==> config.mk <==
export PLATFORM = sky130hd
export DESIGN_NAME = uart_bridge_top
export DESIGN_NICKNAME = d
export VERILOG_FILES = /design/src/hw/uart_pkg.sv /design/src/hw/sync_fifo.sv /design/src/hw/uart_tx.sv /design/src/hw/uart_rx.sv /design/src/hw/uart_handler.sv /design/src/hw/uart_bridge_top.sv
export SDC_FILE = /design/constraint.sdc
export NUM_CORES = 1
export LEC_CHECK = 0
export BUFFER_PORTS_ARGS = -buffer_cell sky130_fd_sc_hd__buf_4
export CAP_MARGIN = 20
export CORE_UTILIZATION = 35
export CTS_CLUSTER_SIZE = 8
export DETAILED_ROUTE_END_ITERATION = 10
export PLACE_DENSITY_LB_ADDON = 0.08
export SETUP_SLACK_MARGIN = 0.05
export SLEW_MARGIN = 15
export SYNTH_ARGS = -nofsm -noshare
export SYNTH_HDL_FRONTEND = slang
export SYNTH_SLANG_ARGS = --single-unit
==> constraint.sdc <==
create_clock -name clk -period 4.54 [get_ports clk]
set_input_delay 1.135 -clock clk [delete_from_list [all_inputs] [get_ports clk]]
set_output_delay 1.135 -clock clk [all_outputs]
set_load 0.01 [all_outputs]
==> src/hw/uart_pkg.sv <==
package uart_pkg;

    // Host command codes
    localparam logic [7:0] CMD_UART_CONFIG = 8'h07;
    localparam logic [7:0] CMD_UART_TX     = 8'h08;
    localparam logic [7:0] CMD_UART_RX     = 8'h09;

    // Queue sizing shared by both FIFOs
    localparam int FIFO_DEPTH  = 16;
    localparam int FIFO_PTR_W  = $clog2(FIFO_DEPTH);

    // Config payload is divisor (4 bytes, MSB first), data bits, stop, parity
    localparam int CFG_BYTES = 7;

    // Parity selection
    localparam logic [1:0] PAR_NONE = 2'd0;
    localparam logic [1:0] PAR_ODD  = 2'd1;
    localparam logic [1:0] PAR_EVEN = 2'd2;

    typedef struct packed {
        logic [31:0] divisor;
        logic [3:0]  data_bits;
        logic        two_stop;
        logic [1:0]  parity;
    } uart_cfg_t;

    // 8N1 at 16 clocks per bit
    localparam uart_cfg_t CFG_DEFAULT = '{
        divisor:   32'd16,
        data_bits: 4'd8,
        two_stop:  1'b0,
        parity:    PAR_NONE
    };

    typedef struct packed {
        logic [7:0] data;
        logic       parity_err;
        logic       frame_err;
    } uart_rx_entry_t;

    typedef struct packed {
        logic [7:0] data;
        logic [2:0] index;
    } cmd_beat_t;

endpackage

==> src/hw/sync_fifo.sv <==
`timescale 1ns/1ns

module sync_fifo
    import uart_pkg::*;
#(
    parameter type payload_t = logic [7:0]
) (
    input  logic     clk,
    input  logic     rst_n,
    input  logic     push,
    input  payload_t push_data,
    input  logic     pop,
    output payload_t pop_data,
    output logic     full,
    output logic     empty
);

    payload_t              mem [FIFO_DEPTH];
    logic [FIFO_PTR_W-1:0] wr_ptr;
    logic [FIFO_PTR_W-1:0] rd_ptr;
    logic [FIFO_PTR_W:0]   count;
    logic                  do_push;
    logic                  do_pop;

    // Overfull pushes and empty pops are dropped here
    assign do_push = push && !full;
    assign do_pop  = pop && !empty;

    assign full     = (count == (FIFO_PTR_W + 1)'(FIFO_DEPTH));
    assign empty    = (count == '0);
    assign pop_data = mem[rd_ptr];

    always_ff @(posedge clk) begin
        if (do_push) begin
            mem[wr_ptr] <= push_data;
        end
    end

    always_ff @(posedge clk or negedge rst_n) begin
        if (!rst_n) begin
            wr_ptr <= '0;
            rd_ptr <= '0;
            count  <= '0;
        end else begin
            if (do_push) begin
                wr_ptr <= wr_ptr + 1'b1;
            end
            if (do_pop) begin
                rd_ptr <= rd_ptr + 1'b1;
            end
            // Occupancy only moves when exactly one side fires
            if (do_push && !do_pop) begin
                count <= count + 1'b1;
            end else if (do_pop && !do_push) begin
                count <= count - 1'b1;
            end
        end
    end

endmodule

==> src/hw/uart_tx.sv <==
`timescale 1ns/1ns

module uart_tx
    import uart_pkg::*;
(
    input  logic      clk,
    input  logic      rst_n,
    input  uart_cfg_t cfg,
    input  logic [7:0] tx_data,
    input  logic      tx_valid,
    output logic      tx_busy,
    output logic      txd
);

    typedef enum logic [2:0] {
        S_IDLE,
        S_START,
        S_DATA,
        S_PARITY,
        S_STOP
    } tx_state_t;

    tx_state_t   state;
    logic [31:0] bit_cnt;
    logic [2:0]  bit_idx;
    logic [7:0]  shreg;
    logic        par_acc;
    logic        second_stop;
    logic        bit_end;
    logic        last_data;
    logic        par_on;
    logic        par_next;

    assign bit_end   = (bit_cnt == cfg.divisor - 32'd1);
    assign last_data = ({1'b0, bit_idx} == cfg.data_bits - 4'd1);
    assign par_on    = (cfg.parity == PAR_ODD) || (cfg.parity == PAR_EVEN);
    // Running parity including the bit currently on the line
    assign par_next  = par_acc ^ shreg[0];

    always_ff @(posedge clk or negedge rst_n) begin
        if (!rst_n) begin
            state       <= S_IDLE;
            bit_cnt     <= '0;
            bit_idx     <= '0;
            shreg       <= '0;
            par_acc     <= 1'b0;
            second_stop <= 1'b0;
            tx_busy     <= 1'b0;
            txd         <= 1'b1;
        end else begin
            if (state != S_IDLE) begin
                bit_cnt <= bit_end ? '0 : bit_cnt + 32'd1;
            end
            case (state)
                S_IDLE: begin
                    if (tx_valid) begin
                        shreg       <= tx_data;
                        par_acc     <= 1'b0;
                        second_stop <= 1'b0;
                        bit_cnt     <= '0;
                        tx_busy     <= 1'b1;
                        txd         <= 1'b0;
                        state       <= S_START;
                    end
                end
                S_START: begin
                    if (bit_end) begin
                        bit_idx <= '0;
                        txd     <= shreg[0];
                        state   <= S_DATA;
                    end
                end
                S_DATA: begin
                    if (bit_end) begin
                        par_acc <= par_next;
                        shreg   <= shreg >> 1;
                        if (!last_data) begin
                            bit_idx <= bit_idx + 3'd1;
                            txd     <= shreg[1];
                        end else if (par_on) begin
                            txd   <= (cfg.parity == PAR_ODD) ? ~par_next : par_next;
                            state <= S_PARITY;
                        end else begin
                            txd   <= 1'b1;
                            state <= S_STOP;
                        end
                    end
                end
                S_PARITY: begin
                    if (bit_end) begin
                        txd   <= 1'b1;
                        state <= S_STOP;
                    end
                end
                S_STOP: begin
                    if (bit_end) begin
                        if (cfg.two_stop && !second_stop) begin
                            second_stop <= 1'b1;
                        end else begin
                            tx_busy <= 1'b0;
                            state   <= S_IDLE;
                        end
                    end
                end
                default: state <= S_IDLE;
            endcase
        end
    end

endmodule

==> src/hw/uart_rx.sv <==
`timescale 1ns/1ns

module uart_rx
    import uart_pkg::*;
(
    input  logic           clk,
    input  logic           rst_n,
    input  uart_cfg_t      cfg,
    input  logic           rxd,
    output uart_rx_entry_t rx_entry,
    output logic           rx_valid
);

    typedef enum logic [2:0] {
        S_IDLE,
        S_START,
        S_DATA,
        S_PARITY,
        S_STOP
    } rx_state_t;

    rx_state_t   state;
    logic        rxd_meta;
    logic        rxd_sync;
    logic        rxd_prev;
    logic [31:0] bit_cnt;
    logic [2:0]  bit_idx;
    logic [7:0]  data_q;
    logic        par_acc;
    logic        parity_err_q;
    logic        half_point;
    logic        sample_point;
    logic        last_data;
    logic        par_on;

    assign half_point   = (bit_cnt == (cfg.divisor >> 1));
    assign sample_point = (bit_cnt == cfg.divisor - 32'd1);
    assign last_data    = ({1'b0, bit_idx} == cfg.data_bits - 4'd1);
    assign par_on       = (cfg.parity == PAR_ODD) || (cfg.parity == PAR_EVEN);

    // Two-flop synchronizer plus edge history
    always_ff @(posedge clk or negedge rst_n) begin
        if (!rst_n) begin
            rxd_meta <= 1'b1;
            rxd_sync <= 1'b1;
            rxd_prev <= 1'b1;
        end else begin
            rxd_meta <= rxd;
            rxd_sync <= rxd_meta;
            rxd_prev <= rxd_sync;
        end
    end

    always_ff @(posedge clk or negedge rst_n) begin
        if (!rst_n) begin
            state    <= S_IDLE;
            bit_cnt  <= '0;
            bit_idx  <= '0;
            par_acc  <= 1'b0;
            rx_valid <= 1'b0;
        end else begin
            rx_valid <= 1'b0;
            bit_cnt  <= bit_cnt + 32'd1;
            case (state)
                S_IDLE: begin
                    bit_cnt <= '0;
                    if (rxd_prev && !rxd_sync) begin
                        state <= S_START;
                    end
                end
                S_START: begin
                    if (half_point) begin
                        bit_cnt <= '0;
                        bit_idx <= '0;
                        par_acc <= 1'b0;
                        // A high line here was only a glitch
                        state   <= rxd_sync ? S_IDLE : S_DATA;
                    end
                end
                S_DATA: begin
                    if (sample_point) begin
                        bit_cnt <= '0;
                        par_acc <= par_acc ^ rxd_sync;
                        bit_idx <= bit_idx + 3'd1;
                        if (last_data) begin
                            state <= par_on ? S_PARITY : S_STOP;
                        end
                    end
                end
                S_PARITY: begin
                    if (sample_point) begin
                        bit_cnt <= '0;
                        state   <= S_STOP;
                    end
                end
                S_STOP: begin
                    // Entry goes out mid first stop bit
                    if (sample_point) begin
                        rx_valid <= 1'b1;
                        state    <= S_IDLE;
                    end
                end
                default: state <= S_IDLE;
            endcase
        end
    end

    // Frame payload
    always_ff @(posedge clk) begin
        if (state == S_START && half_point) begin
            data_q       <= '0;
            parity_err_q <= 1'b0;
        end
        if (state == S_DATA && sample_point) begin
            data_q[bit_idx] <= rxd_sync;
        end
        if (state == S_PARITY && sample_point) begin
            parity_err_q <= (rxd_sync != (par_acc ^ (cfg.parity == PAR_ODD)));
        end
        if (state == S_STOP && sample_point) begin
            rx_entry <= '{data: data_q, parity_err: parity_err_q, frame_err: !rxd_sync};
        end
    end

endmodule

==> src/hw/uart_handler.sv <==
`timescale 1ns/1ns

module uart_handler
    import uart_pkg::*;
(
    input  logic           clk,
    input  logic           rst_n,
    input  logic [7:0]     cmd_type,
    input  logic           cmd_start,
    input  cmd_beat_t      cmd_beat,
    input  logic           cmd_valid,
    input  logic           cmd_done,
    output logic           cmd_ready,
    output uart_rx_entry_t rsp,
    output logic           rsp_valid,
    input  logic           rsp_ready,
    output uart_cfg_t      cfg,
    output logic           tx_push,
    output logic [7:0]     tx_push_data,
    input  logic           tx_full,
    input  logic           tx_empty,
    output logic           tx_pop,
    input  logic [7:0]     tx_pop_data,
    output logic [7:0]     tx_data,
    output logic           tx_valid,
    input  logic           tx_busy,
    output logic           rx_pop,
    input  uart_rx_entry_t rx_pop_data,
    input  logic           rx_empty
);

    typedef enum logic [2:0] {
        IDLE,
        RX_CONFIG,
        UPDATE_CFG,
        RX_TX_DATA,
        HANDLE_RX
    } handler_state_t;

    typedef enum logic [1:0] {
        SEQ_IDLE,
        SEQ_SEND,
        SEQ_WAIT
    } seq_state_t;

    handler_state_t state;
    seq_state_t     seq_state;
    logic [7:0]     cfg_bytes [CFG_BYTES];

    // Host side handshake
    assign cmd_ready = (state == IDLE) || (state == RX_CONFIG) ||
                       ((state == RX_TX_DATA) && !tx_full);

    assign tx_push      = (state == RX_TX_DATA) && cmd_valid && !tx_full;
    assign tx_push_data = cmd_beat.data;

    // Response path straight off the RX FIFO head
    assign rsp       = rx_pop_data;
    assign rsp_valid = (state == HANDLE_RX) && !rx_empty;
    assign rx_pop    = rsp_valid && rsp_ready;

    always_ff @(posedge clk or negedge rst_n) begin
        if (!rst_n) begin
            state <= IDLE;
            cfg   <= CFG_DEFAULT;
        end else begin
            case (state)
                IDLE: begin
                    if (cmd_start) begin
                        case (cmd_type)
                            CMD_UART_CONFIG: state <= RX_CONFIG;
                            CMD_UART_TX:     state <= RX_TX_DATA;
                            CMD_UART_RX:     state <= HANDLE_RX;
                            default:         state <= IDLE;
                        endcase
                    end
                end
                RX_CONFIG: begin
                    if (cmd_done) begin
                        state <= UPDATE_CFG;
                    end
                end
                UPDATE_CFG: begin
                    cfg.divisor   <= {cfg_bytes[0], cfg_bytes[1], cfg_bytes[2], cfg_bytes[3]};
                    cfg.data_bits <= cfg_bytes[4][3:0];
                    cfg.two_stop  <= |cfg_bytes[5];
                    cfg.parity    <= cfg_bytes[6][1:0];
                    state         <= IDLE;
                end
                RX_TX_DATA, HANDLE_RX: begin
                    if (cmd_done) begin
                        state <= IDLE;
                    end
                end
                default: state <= IDLE;
            endcase
        end
    end

    // Config bytes stored by beat index up to the payload size
    always_ff @(posedge clk) begin
        if (state == RX_CONFIG && cmd_valid && (int'(cmd_beat.index) < CFG_BYTES)) begin
            cfg_bytes[cmd_beat.index] <= cmd_beat.data;
        end
    end

    // Valid stays up until the transmitter picks the byte up
    assign tx_valid = (seq_state == SEQ_SEND);
    assign tx_pop   = (seq_state == SEQ_SEND) && tx_busy;

    always_ff @(posedge clk or negedge rst_n) begin
        if (!rst_n) begin
            seq_state <= SEQ_IDLE;
        end else begin
            case (seq_state)
                SEQ_IDLE: begin
                    if (!tx_empty) begin
                        seq_state <= SEQ_SEND;
                    end
                end
                SEQ_SEND: begin
                    if (tx_busy) begin
                        seq_state <= SEQ_WAIT;
                    end
                end
                SEQ_WAIT: begin
                    if (!tx_busy) begin
                        seq_state <= SEQ_IDLE;
                    end
                end
                default: seq_state <= SEQ_IDLE;
            endcase
        end
    end

    always_ff @(posedge clk) begin
        if (seq_state == SEQ_IDLE && !tx_empty) begin
            tx_data <= tx_pop_data;
        end
    end

endmodule

==> src/hw/uart_bridge_top.sv <==
`timescale 1ns/1ns

module uart_bridge_top
    import uart_pkg::*;
(
    input  logic           clk,
    input  logic           rst_n,
    input  logic [7:0]     cmd_type,
    input  logic           cmd_start,
    input  cmd_beat_t      cmd_beat,
    input  logic           cmd_valid,
    input  logic           cmd_done,
    output logic           cmd_ready,
    output uart_rx_entry_t rsp,
    output logic           rsp_valid,
    input  logic           rsp_ready,
    output logic           uart_txd,
    input  logic           uart_rxd
);

    uart_cfg_t      cfg;
    logic           tx_push;
    logic [7:0]     tx_push_data;
    logic           tx_pop;
    logic [7:0]     tx_pop_data;
    logic           tx_full;
    logic           tx_empty;
    logic [7:0]     tx_data;
    logic           tx_valid;
    logic           tx_busy;
    uart_rx_entry_t rx_entry;
    logic           rx_valid;
    logic           rx_pop;
    uart_rx_entry_t rx_pop_data;
    logic           rx_empty;

    uart_handler i_uart_handler (
        .clk          (clk),
        .rst_n        (rst_n),
        .cmd_type     (cmd_type),
        .cmd_start    (cmd_start),
        .cmd_beat     (cmd_beat),
        .cmd_valid    (cmd_valid),
        .cmd_done     (cmd_done),
        .cmd_ready    (cmd_ready),
        .rsp          (rsp),
        .rsp_valid    (rsp_valid),
        .rsp_ready    (rsp_ready),
        .cfg          (cfg),
        .tx_push      (tx_push),
        .tx_push_data (tx_push_data),
        .tx_full      (tx_full),
        .tx_empty     (tx_empty),
        .tx_pop       (tx_pop),
        .tx_pop_data  (tx_pop_data),
        .tx_data      (tx_data),
        .tx_valid     (tx_valid),
        .tx_busy      (tx_busy),
        .rx_pop       (rx_pop),
        .rx_pop_data  (rx_pop_data),
        .rx_empty     (rx_empty)
    );

    // Bytes queued for the line
    sync_fifo #(
        .payload_t (logic [7:0])
    ) i_tx_fifo (
        .clk       (clk),
        .rst_n     (rst_n),
        .push      (tx_push),
        .push_data (tx_push_data),
        .pop       (tx_pop),
        .pop_data  (tx_pop_data),
        .full      (tx_full),
        .empty     (tx_empty)
    );

    // Received entries that arrive while full are dropped
    sync_fifo #(
        .payload_t (uart_rx_entry_t)
    ) i_rx_fifo (
        .clk       (clk),
        .rst_n     (rst_n),
        .push      (rx_valid),
        .push_data (rx_entry),
        .pop       (rx_pop),
        .pop_data  (rx_pop_data),
        .full      (),
        .empty     (rx_empty)
    );

    uart_tx i_uart_tx (
        .clk      (clk),
        .rst_n    (rst_n),
        .cfg      (cfg),
        .tx_data  (tx_data),
        .tx_valid (tx_valid),
        .tx_busy  (tx_busy),
        .txd      (uart_txd)
    );

    uart_rx i_uart_rx (
        .clk      (clk),
        .rst_n    (rst_n),
        .cfg      (cfg),
        .rxd      (uart_rxd),
        .rx_entry (rx_entry),
        .rx_valid (rx_valid)
    );

endmodule

==> flow_summary.ini, run 1 <==
[die]
num_rows = 96
die_area_um2 = 71100
die_x_um = 267
die_h_um = 267
initial_utilization_pct = 35.6
coreArea_um2 = 68900
io_pins = 39

[yosys]
yosysTopAreaCell = edfxtp_1
synth_area_um2 = 24500
yosys.area.top_type_share_pct = 43.2
ys.warnings.count = 0
synth-main-ff-cell = edfxtp_1
mappedNetlistNets = 1846
synth_cell_type_count = 88
synthArstFlopShare_pct = 31.1
synth_edf_count = 353
synth_area_leaders = edfxtp_1, dfrtp_1, mux4_2
synth_cells = 1793
synth-seq-area-share_pct = 60.6
synth-seq-cells = 524
syn_avg_cell_area_um2 = 13.7

[sta]
worst_pin_slew_ns = 1.00
max_freq_ghz = 0.239
setup_tns_ns = 0
layout_setup_ws_ns = 0.354
hold_violations = 0
setup_viol = 0
final.setup_skew_ns = 0.0552
layout_min_cycle_time_ns = 4.19
drv_slew = 0
period_share_pct = 92.2
relSlewSlack_pct = 32.9
rsz0062_at_grt = no

[worst_hold_path]
min_to = i_uart_rx.rxd_sync$_DFF_PN1_
hold_path_startpoint = i_uart_rx.rxd_meta$_DFF_PN1_
min_path_type = flip-flop to flip-flop
whs_path_depth = 0

[cts]
clockBufferDepth = 3
cts.sinks = 524
cts_root_buf = clkbuf_16
clk_latency_ns = 0.64
cts_tree = done
clk_pin_slew_worst_paths_ns = 0.05
htree_levels = 3
numCtsBuffers = 76

[setup_path]
ff2ff_setup_slack_ns = 0.35
slowest_stage = or4_1
path_class = flip-flop to flip-flop
worstPathRequired_ns = 5.02
timing.rr.start = i_uart_handler.cfg[24]$_DFFE_PN0N_
crit_chain = or3_1 > or4_1 > nor4b_1 > o21ai_0 > nor4_1 > buf_4 > and4_1 > nand4b_1 > nand2b_1 > o221a_2
r2r_cells = 10
worstPathMaxFanout = 7
path_buf_inv = 1
cp-end-kind = flip-flop
slowest_delay_ns = 0.64
crit_arrival_ns = 4.66
cp_top_family = simple AND/OR/NAND/NOR gates
start_kind = flip-flop
regToRegEndpoint = i_uart_tx.shreg[2]$_DFFE_PN0P_

[detailed_routing]
via_per_inst = 5.23
dr.pass1.iters = 4
vias = 15000
drtIter0Drc = 1143
drc_errors = 0
drt.antenna.violating_nets = 0
wire_per_inst_um = 22.9
routed_wl_um = 65500

[cells_and_area]
finalNonFillerCells = 2864
areaGrowthSynthToFinish_pct = 16.5
final_cell_area_um2 = 28600
utilization_pct = 41.4
nets = 1944
fillCellCount = 6488
drive_gt1_share_pct = 20.1

[power]
p_leak_nw = 10.2
power_density_nw_per_um2 = 442
vdd_ir_drop_max_v = 0.000238

[grt]
grt_pass1_wl_um = 98700
grt_max_degree = 76
grt_overflow_total = 0
grt_usage_pct = 18.9
antenna_found_initial = 2
grt_pass1_vias = 15200

[placement]
place_ws_ns = 0.182
numPortBuffers = 38
dp_hpwl_um = 45500
dp_cells = 2740
place.gp.congestion = 0.923
postPlaceCellArea_um2 = 26300

[run_status]
status = complete, no violations

[flow_run]
drv_cap = 0
[routing by layer]
metal | wire [um] | vias up | track usage [%]
met5 | 0 | - | 0
met4 | 1280 | 0 | 5.59
met3 | 2880 | 83 | 3.25
met2 | 30000 | 303 | 29.1
met1 | 31400 | 7664 | 27.2
li1 | - | 6915 | -
[synth_stat cells, types with 24 or more instances]
cell type,count
edfxtp_1,353
nor2_1,151
nor4_1,40
xnor2_1,86
xor2_1,105
nor3_1,48
nand2_1,114
clkbuf_1,69
mux4_2,90
or3_1,24
o21ai_0,42
inv_1,36
and3_1,25
nand3_1,30
nand4_1,32
mux2_2,36
dfrtp_1,157
ha_1,25
[layout make-up]
class | count | area, um2 | area share, %
antenna | 1 | 2.50 | 0.00876
clock buffer | 111 | 2060 | 7.23
clock inverter | 8 | 181 | 0.635
inverter | 38 | 143 | 0.500
multi-input combinational | 1123 | 9110 | 31.9
sequential | 524 | 14900 | 52.0
tap | 931 | 1160 | 4.08
timing repair buffer | 128 | 1030 | 3.62
[registers in the layout (all words and copies together), names as in the netlist, 4 cells and up]
| signal | cells |
|---|---|
| i_uart_rx.data_q | 8 |
| i_rx_fifo.wr_ptr | 4 |
| i_rx_fifo.rd_ptr | 4 |
| i_rx_fifo.mem | 160 |
| i_tx_fifo.mem | 128 |
| i_uart_tx.bit_cnt | 32 |
| i_uart_rx.rx_entry | 10 |
| i_uart_tx.shreg | 8 |
| i_tx_fifo.rd_ptr | 4 |
| i_uart_rx.bit_cnt | 32 |
| i_tx_fifo.wr_ptr | 4 |
| i_tx_fifo.count | 5 |
| i_uart_handler.cfg | 39 |
| i_uart_handler.cfg_bytes | 46 |
| i_uart_handler.tx_data | 8 |
| i_rx_fifo.count | 5 |
[per-stage QoR]
stage | hold WS (ns) | power (mW)
floorplan | 0.345 | 6.60
global placement | 0.350 | 7.37
detailed placement | 0.349 | 7.36
CTS | 0.361 | 12.8
global route | 0.365 | 13.2
finish | 0.361 | 12.6
[placed cells by master, fill, tap and decap left out, types with 7 or more instances in the layout]
cell type | Yosys | final
dfrtp_1 | 157 | 154
and2_1 | 23 | 23
clkbuf_16 | 0 | 77
o221a_2 | 9 | 9
mux2_2 | 36 | 36
nor4_1 | 40 | 40
nand3_1 | 30 | 30
xor2_1 | 105 | 105
nor2_1 | 151 | 151
nand3b_1 | 8 | 8
nand4_1 | 32 | 32
nand2_1 | 114 | 114
mux2i_1 | 13 | 13
or4_1 | 16 | 16
xnor2_1 | 86 | 86
clkbuf_1 | 69 | 33
mux4_2 | 90 | 90
nor3_1 | 48 | 43
a21o_1 | 10 | 10
ha_1 | 25 | 25
o21ai_0 | 42 | 42
a21oi_1 | 23 | 23
edfxtp_1 | 353 | 353
nor3b_1 | 7 | 7
inv_1 | 36 | 36
or3_1 | 24 | 24
nor2b_1 | 14 | 14
buf_4 | 2 | 119
nand2b_1 | 23 | 23
o31ai_1 | 10 | 10
and3_1 | 25 | 25
dfxtp_1 | 8 | 8
[worst reg2reg max path, delay by kind of cell (launching register included)]
kind / cells / cell delay, ns
compound gates: 2 / 0.52
buf+inv: 1 / 0.20
flops: 1 / 0.43
simple gates: 7 / 2.88
[power by group]
group	switching (mW)	leakage [nW]	internal (mW)	total, mW
clock network	2.15	1.07	3.16	5.31
registers	0.208	5.18	5.18	5.39
logic	1.14	3.99	0.800	1.94
[worst max path at each step]
stage | from | end | cells after the start
after floorplan | i_uart_handler.cfg[7]$_DFFE_PN0N_ | i_uart_tx.state[2]$_DFFE_PN0P_ | 14
final | i_uart_handler.cfg[24]$_DFFE_PN0N_ | i_uart_tx.shreg[2]$_DFFE_PN0P_ | 10
after detailed placement | i_uart_handler.cfg[7]$_DFFE_PN0N_ | i_uart_tx.shreg[2]$_DFFE_PN0P_ | 11
after global placement | i_uart_handler.cfg[24]$_DFFE_PN0N_ | i_uart_tx.shreg[3]$_DFFE_PN0P_ | 10
after CTS | i_uart_handler.cfg[7]$_DFFE_PN0N_ | i_uart_tx.shreg[2]$_DFFE_PN0P_ | 11
after global routing | i_uart_handler.cfg[7]$_DFFE_PN0N_ | i_uart_tx.shreg[2]$_DFFE_PN0P_ | 11
[timing repair]
item	CTS	global route
hold buffers	0	0
buffers inserted	0	4
resized for setup	0	1
endpoints found under the setup margin	0	7
[logic make-up after synthesis]
family,Yosys count,share of synthesized area [%]
xor+xnor,198,7.48
buf+inv,146,2.41
fa+ha+maj,27,1.44
simple gates,594,12.8
mux,139,10.5
flops,524,60.6
compound gates,165,4.82
Power figures use the tool's default switching activity.
==> run 2, diff against run 1 <==
--- a/config.mk
+++ b/config.mk
@@ -5,11 +5,11 @@
 export SDC_FILE = /design/constraint.sdc
 export NUM_CORES = 1
 export LEC_CHECK = 0
-export BUFFER_PORTS_ARGS = -buffer_cell sky130_fd_sc_hd__buf_4
 export CAP_MARGIN = 20
 export CORE_UTILIZATION = 35
 export CTS_CLUSTER_SIZE = 8
 export DETAILED_ROUTE_END_ITERATION = 10
+export DONT_BUFFER_PORTS = 1
 export PLACE_DENSITY_LB_ADDON = 0.08
 export SETUP_SLACK_MARGIN = 0.05
 export SLEW_MARGIN = 15
==> flow_summary.ini, run 2 (synthesis gave the netlist of run 1 again) <==
[power]
clkPwrFrac_pct = 42.6
power_frac_seq_pct = 43.1
netSwitchingFraction_pct = 27.0
p_leak_nw = 10.0
power_density_nw_per_um2 = 445
power.internal_mw = 9.16
vdd_ir_drop_max_v = 0.000334
p_comb_share_pct = 14.3
switching_power_mw = 3.38

[die]
coreArea_um2 = 68900
die_area_um2 = 71100
io_pins = 39
initial_utilization_pct = 35.6
die_h_um = 267
num_rows = 96
die_x_um = 267

[detailed_routing]
vias = 14800
drc_errors = 0
dr.pass1.iters = 5
routed_wl_um = 65500
via_per_inst = 5.25
wire_per_inst_um = 23.2
drt.antenna.violating_nets = 0
drtIter0Drc = 1238

[placement]
dp_cells = 2695
place_ws_ns = 0.286
numPortBuffers = 0
place.gp.congestion = 0.911
dp_hpwl_um = 44400

[sta]
drv_slew = 0
hold_violations = 0
worst_pin_slew_ns = 1.01
max_freq_ghz = 0.240
period_share_pct = 91.9
final.setup_skew_ns = 0.0508
layout_min_cycle_time_ns = 4.17
relSlewSlack_pct = 32.6
rsz0062_at_grt = no
setup_viol = 0
layout_setup_ws_ns = 0.369
setup_tns_ns = 0

[setup_path]
timing.rr.start = i_uart_handler.cfg[7]$_DFFE_PN0N_
worstPathMaxFanout = 8
crit_arrival_ns = 4.63
worstPathRequired_ns = 5.00
path_class = flip-flop to flip-flop
regToRegEndpoint = i_uart_tx.shreg[4]$_DFFE_PN0P_
r2r_cells = 11
ff2ff_setup_slack_ns = 0.37
cp-end-kind = flip-flop
start_kind = flip-flop

[cts]
htree_levels = 3
clk_latency_ns = 0.62
clk_pin_slew_worst_paths_ns = 0.05
cts.sinks = 524
clockBufferDepth = 3
cts_tree = done
numCtsBuffers = 76
cts_root_buf = clkbuf_16

[cells_and_area]
antenna_cells = 0
regMostFlops = i_rx_fifo.mem
largest_reg_flops = 160
drive_gt1_share_pct = 18.3
utilization_pct = 40.9
final_common_cell = edfxtp_1
layout_common_cells = edfxtp_1, dfrtp_1, nor2_1, nand2_1, xor2_1
top_regs = i_rx_fifo.mem x160, i_tx_fifo.mem x128, i_uart_handler.cfg_bytes x46
finalNonFillerCells = 2819
areaGrowthSynthToFinish_pct = 15.0
nets = 1897

[flow_run]
drv_cap = 0

[grt]
grt_pass1_wl_um = 99500
grt_overflow_total = 0
grt_max_degree = 164
grt_usage_pct = 19.0
antenna_found_initial = 1
grt_pass1_vias = 15300

[worst_hold_path]
min_path_type = input pin to asynchronous set/reset pin

[run_status]
status = complete, no violations
run 2: worst max path at each step:
stage,slack [ns],start,cells after the start,endpoint
after floorplan,0.77,i_uart_handler.cfg[7]$_DFFE_PN0N_,14,i_uart_tx.state[2]$_DFFE_PN0P_
after global placement,0.40,i_uart_handler.cfg[7]$_DFFE_PN0N_,11,i_uart_tx.shreg[4]$_DFFE_PN0P_
after detailed placement,0.29,i_uart_handler.cfg[7]$_DFFE_PN0N_,11,i_uart_tx.shreg[4]$_DFFE_PN0P_
after CTS,0.24,i_uart_handler.cfg[7]$_DFFE_PN0N_,11,i_uart_tx.shreg[4]$_DFFE_PN0P_
after global routing,0.11,i_uart_handler.cfg[9]$_DFFE_PN0N_,11,i_uart_rx.state[0]$_DFFE_PN0P_
final,0.37,i_uart_handler.cfg[7]$_DFFE_PN0N_,11,i_uart_tx.shreg[4]$_DFFE_PN0P_
run 2: repair_timing:
action,in CTS,in global routing
hold buffers,0,0
gates resized for setup,0,4
setup endpoints to repair,0,10
buffers inserted,0,2
run 2: final cells by class:
cell class / instances / area (um2)
Multi-Input combinational cell: 1123 / 9140
Inverter: 38 / 143
Clock buffer: 114 / 2080
Fill cell: 6505 / 40800
Sequential cell: 524 / 14900
Timing Repair Buffer: 81 / 646
Tap cell: 931 / 1160
Clock inverter: 8 / 168
run 2: critical path, cell delays in order, from the launching register on:
cell	delay (ns)
dfrtp_1	0.46
inv_1	0.10
ha_1	0.34
or3b_4	0.50
nor3_4	0.37
xnor2_1	0.23
a211oi_1	0.39
or4b_1	0.50
nor4_1	0.29
nand4b_1	0.22
nand2b_1	0.30
o221a_2	0.33
run 2: routing by layer:
metal | global-route usage, % | up-vias | wire (um)
li1 | - | 6823 | -
met5 | 0 | - | 0
met1 | 27.5 | 7552 | 31200
met2 | 29.0 | 341 | 29800
met4 | 5.48 | 0 | 1270
met3 | 3.41 | 94 | 3170
run 2: power groups by stage:
stage          Combinational [mW]  Sequential, mW  Clock (mW)
2_1_floorplan                1.28            5.32           0
3_3_place_gp                 1.76            5.48           0
3_5_place_dp                 1.75            5.48           0
4_1_cts                      1.76            5.39        5.52
5_1_grt                      1.95            5.41        5.70
6_report                     1.79            5.40        5.34
run 2: per-stage QoR:
step                      area, um2  power (mW)  hold slack, ns
after global routing          28200        13.1           0.198
after detailed placement      25900        7.23           0.351
final                         28200        12.5           0.234
after CTS                     28100        12.7           0.193
after global placement        25900        7.24           0.351
after floorplan               24500        6.60           0.345
==> run 3, diff against run 2 <==
==> constraint.sdc (replaced) <==
create_clock -name clk -period 4.8 [get_ports clk]
set_input_delay 1.2 -clock clk [delete_from_list [all_inputs] [get_ports clk]]
set_output_delay 1.2 -clock clk [all_outputs]
set_load 0.01 [all_outputs]
==> flow_summary.ini, run 3 (synthesis gave the netlist of run 1 again) <==
[setup_path]
r2r_cells = 10
worstPathMaxFanout = 9
crit_arrival_ns = 4.84
worstPathRequired_ns = 5.28
start_kind = flip-flop
cp-end-kind = flip-flop
regToRegEndpoint = i_uart_tx.bit_idx[0]$_DFFE_PN0P_
ff2ff_setup_slack_ns = 0.44
path_class = flip-flop to flip-flop
timing.rr.start = i_uart_handler.cfg[7]$_DFFE_PN0N_

[grt]
antenna_found_initial = 0
grt_usage_pct = 18.9
grt_pass1_vias = 15100
grt_pass1_wl_um = 99200
grt_overflow_total = 0
grt_max_degree = 164

[cts]
clockBufferDepth = 3
htree_levels = 3
cts_tree = done
numCtsBuffers = 76
postCtsSetupRepairBufs = 0
clk_pin_slew_worst_paths_ns = 0.05
cts.sinks = 524
holdBufCountCts = 0
clk_latency_ns = 0.61
cts_root_buf = clkbuf_16

[sta]
layout_min_cycle_time_ns = 4.36
hold_violations = 0
max_freq_ghz = 0.230
setup_viol = 0
final.setup_skew_ns = 0.0384
worst_pin_slew_ns = 1.02
drv_slew = 0
period_share_pct = 90.7
rsz0062_at_grt = no
relSlewSlack_pct = 31.9
hold_slack_ns = 0.293
setup_tns_ns = 0

[die]
coreArea_um2 = 68900
initial_utilization_pct = 35.6
io_pins = 39
die_area_um2 = 71100
num_rows = 96
die_h_um = 267
die_x_um = 267

[placement]
numPortBuffers = 0
postPlaceCellArea_um2 = 25700
dp_cells = 2667
dp_hpwl_um = 43900
place.gp.congestion = 0.913

[run_status]
status = complete, no violations

[worst_hold_path]
min_path_type = input pin to asynchronous set/reset pin

[power]
p_comb_share_pct = 13.6
clkPwrFrac_pct = 42.7
switching_power_mw = 3.18
power.internal_mw = 8.56
vdd_ir_drop_max_v = 0.000234
power_frac_seq_pct = 43.6
power_density_nw_per_um2 = 420
p_leak_nw = 9.86
netSwitchingFraction_pct = 27.1

[detailed_routing]
routed_wl_um = 65200
vias = 14800
wire_per_inst_um = 23.3
drc_errors = 0
via_per_inst = 5.27
dr.pass1.iters = 8
drt.antenna.violating_nets = 0
drtIter0Drc = 1124

[cells_and_area]
areaGrowthSynthToFinish_pct = 14.0
final_cell_area_um2 = 27900
drive_gt1_share_pct = 16.9
nets = 1868
utilization_pct = 40.5
antenna_cells = 0
final_common_cell = edfxtp_1
top_regs = i_rx_fifo.mem x160, i_tx_fifo.mem x128, i_uart_handler.cfg_bytes x46
largest_reg_flops = 160
layout_common_cells = edfxtp_1, dfrtp_1, nor2_1, nand2_1, xor2_1
regMostFlops = i_rx_fifo.mem
finalNonFillerCells = 2798

[flow_run]
drv_cap = 0
==> run 3: final cells by class <==
class	count	area (um2)
Fill cell	6444	41000
Clock buffer	122	2110
Clock inverter	8	149
Multi-Input combinational cell	1123	9120
Inverter	38	143
Tap cell	931	1160
Timing Repair Buffer	52	400
Sequential cell	524	14900
==> run 3: stage by stage <==
stage / worst slack (ns) / power [mW]
after global placement: 0.447 / 6.79
after CTS: 0.362 / 11.9
final: 0.444 / 11.7
after detailed placement: 0.379 / 6.78
after floorplan: 1.03 / 6.24
after global routing: 0.0663 / 12.2
==> run 3: worst max path at each step <==
stage | start | endpoint | slack, ns | cells after the start
after global routing | i_uart_handler.cfg[7]$_DFFE_PN0N_ | i_uart_rx.state[0]$_DFFE_PN0P_ | 0.07 | 12
final | i_uart_handler.cfg[7]$_DFFE_PN0N_ | i_uart_tx.bit_idx[0]$_DFFE_PN0P_ | 0.44 | 10
after floorplan | i_uart_handler.cfg[7]$_DFFE_PN0N_ | i_uart_tx.state[2]$_DFFE_PN0P_ | 1.03 | 14
after detailed placement | i_uart_handler.cfg[7]$_DFFE_PN0N_ | i_uart_rx.rx_entry[0]$_DFFE_PP_ | 0.38 | 11
after CTS | i_uart_handler.cfg[7]$_DFFE_PN0N_ | i_uart_rx.rx_entry[1]$_DFFE_PP_ | 0.36 | 11
after global placement | i_uart_handler.cfg[25]$_DFFE_PN0N_ | i_uart_tx.bit_cnt[4]$_DFF_PN0_ | 0.45 | 10
==> run 3: repair_timing <==
item                       4_1_cts  5_1_grt
setup endpoints to repair        0       10
hold endpoints to repair         0        0
gates resized for setup          0        1
==> run 3: power by group through the flow <==
stage	combinational [mW]	sequential (mW)	clock, mW
final	1.60	5.12	5.02
after global routing	1.74	5.13	5.37
after CTS	1.59	5.12	5.18
after detailed placement	1.58	5.20	0
after global placement	1.59	5.20	0
after floorplan	1.21	5.03	0
==> run 3: critical path, cell delays in order (launching register included) <==
cell	delay, ns
dfrtp_1	0.46
inv_1	0.11
ha_1	0.31
or3b_1	0.58
nor3_4	0.54
xnor2_1	0.25
a211oi_1	0.30
or4b_1	0.53
nor4_1	0.45
and4b_1	0.36
mux2_2	0.35
==> run 3: routing by layer <==
metal | vias up | global-route usage (%) | routed length, um
li1 | 6764 | - | -
met1 | 7568 | 28.2 | 31600
met2 | 341 | 28.3 | 29100
met3 | 86 | 2.99 | 3060
met4 | 0 | 5.47 | 1430
met5 | - | 0 | 0
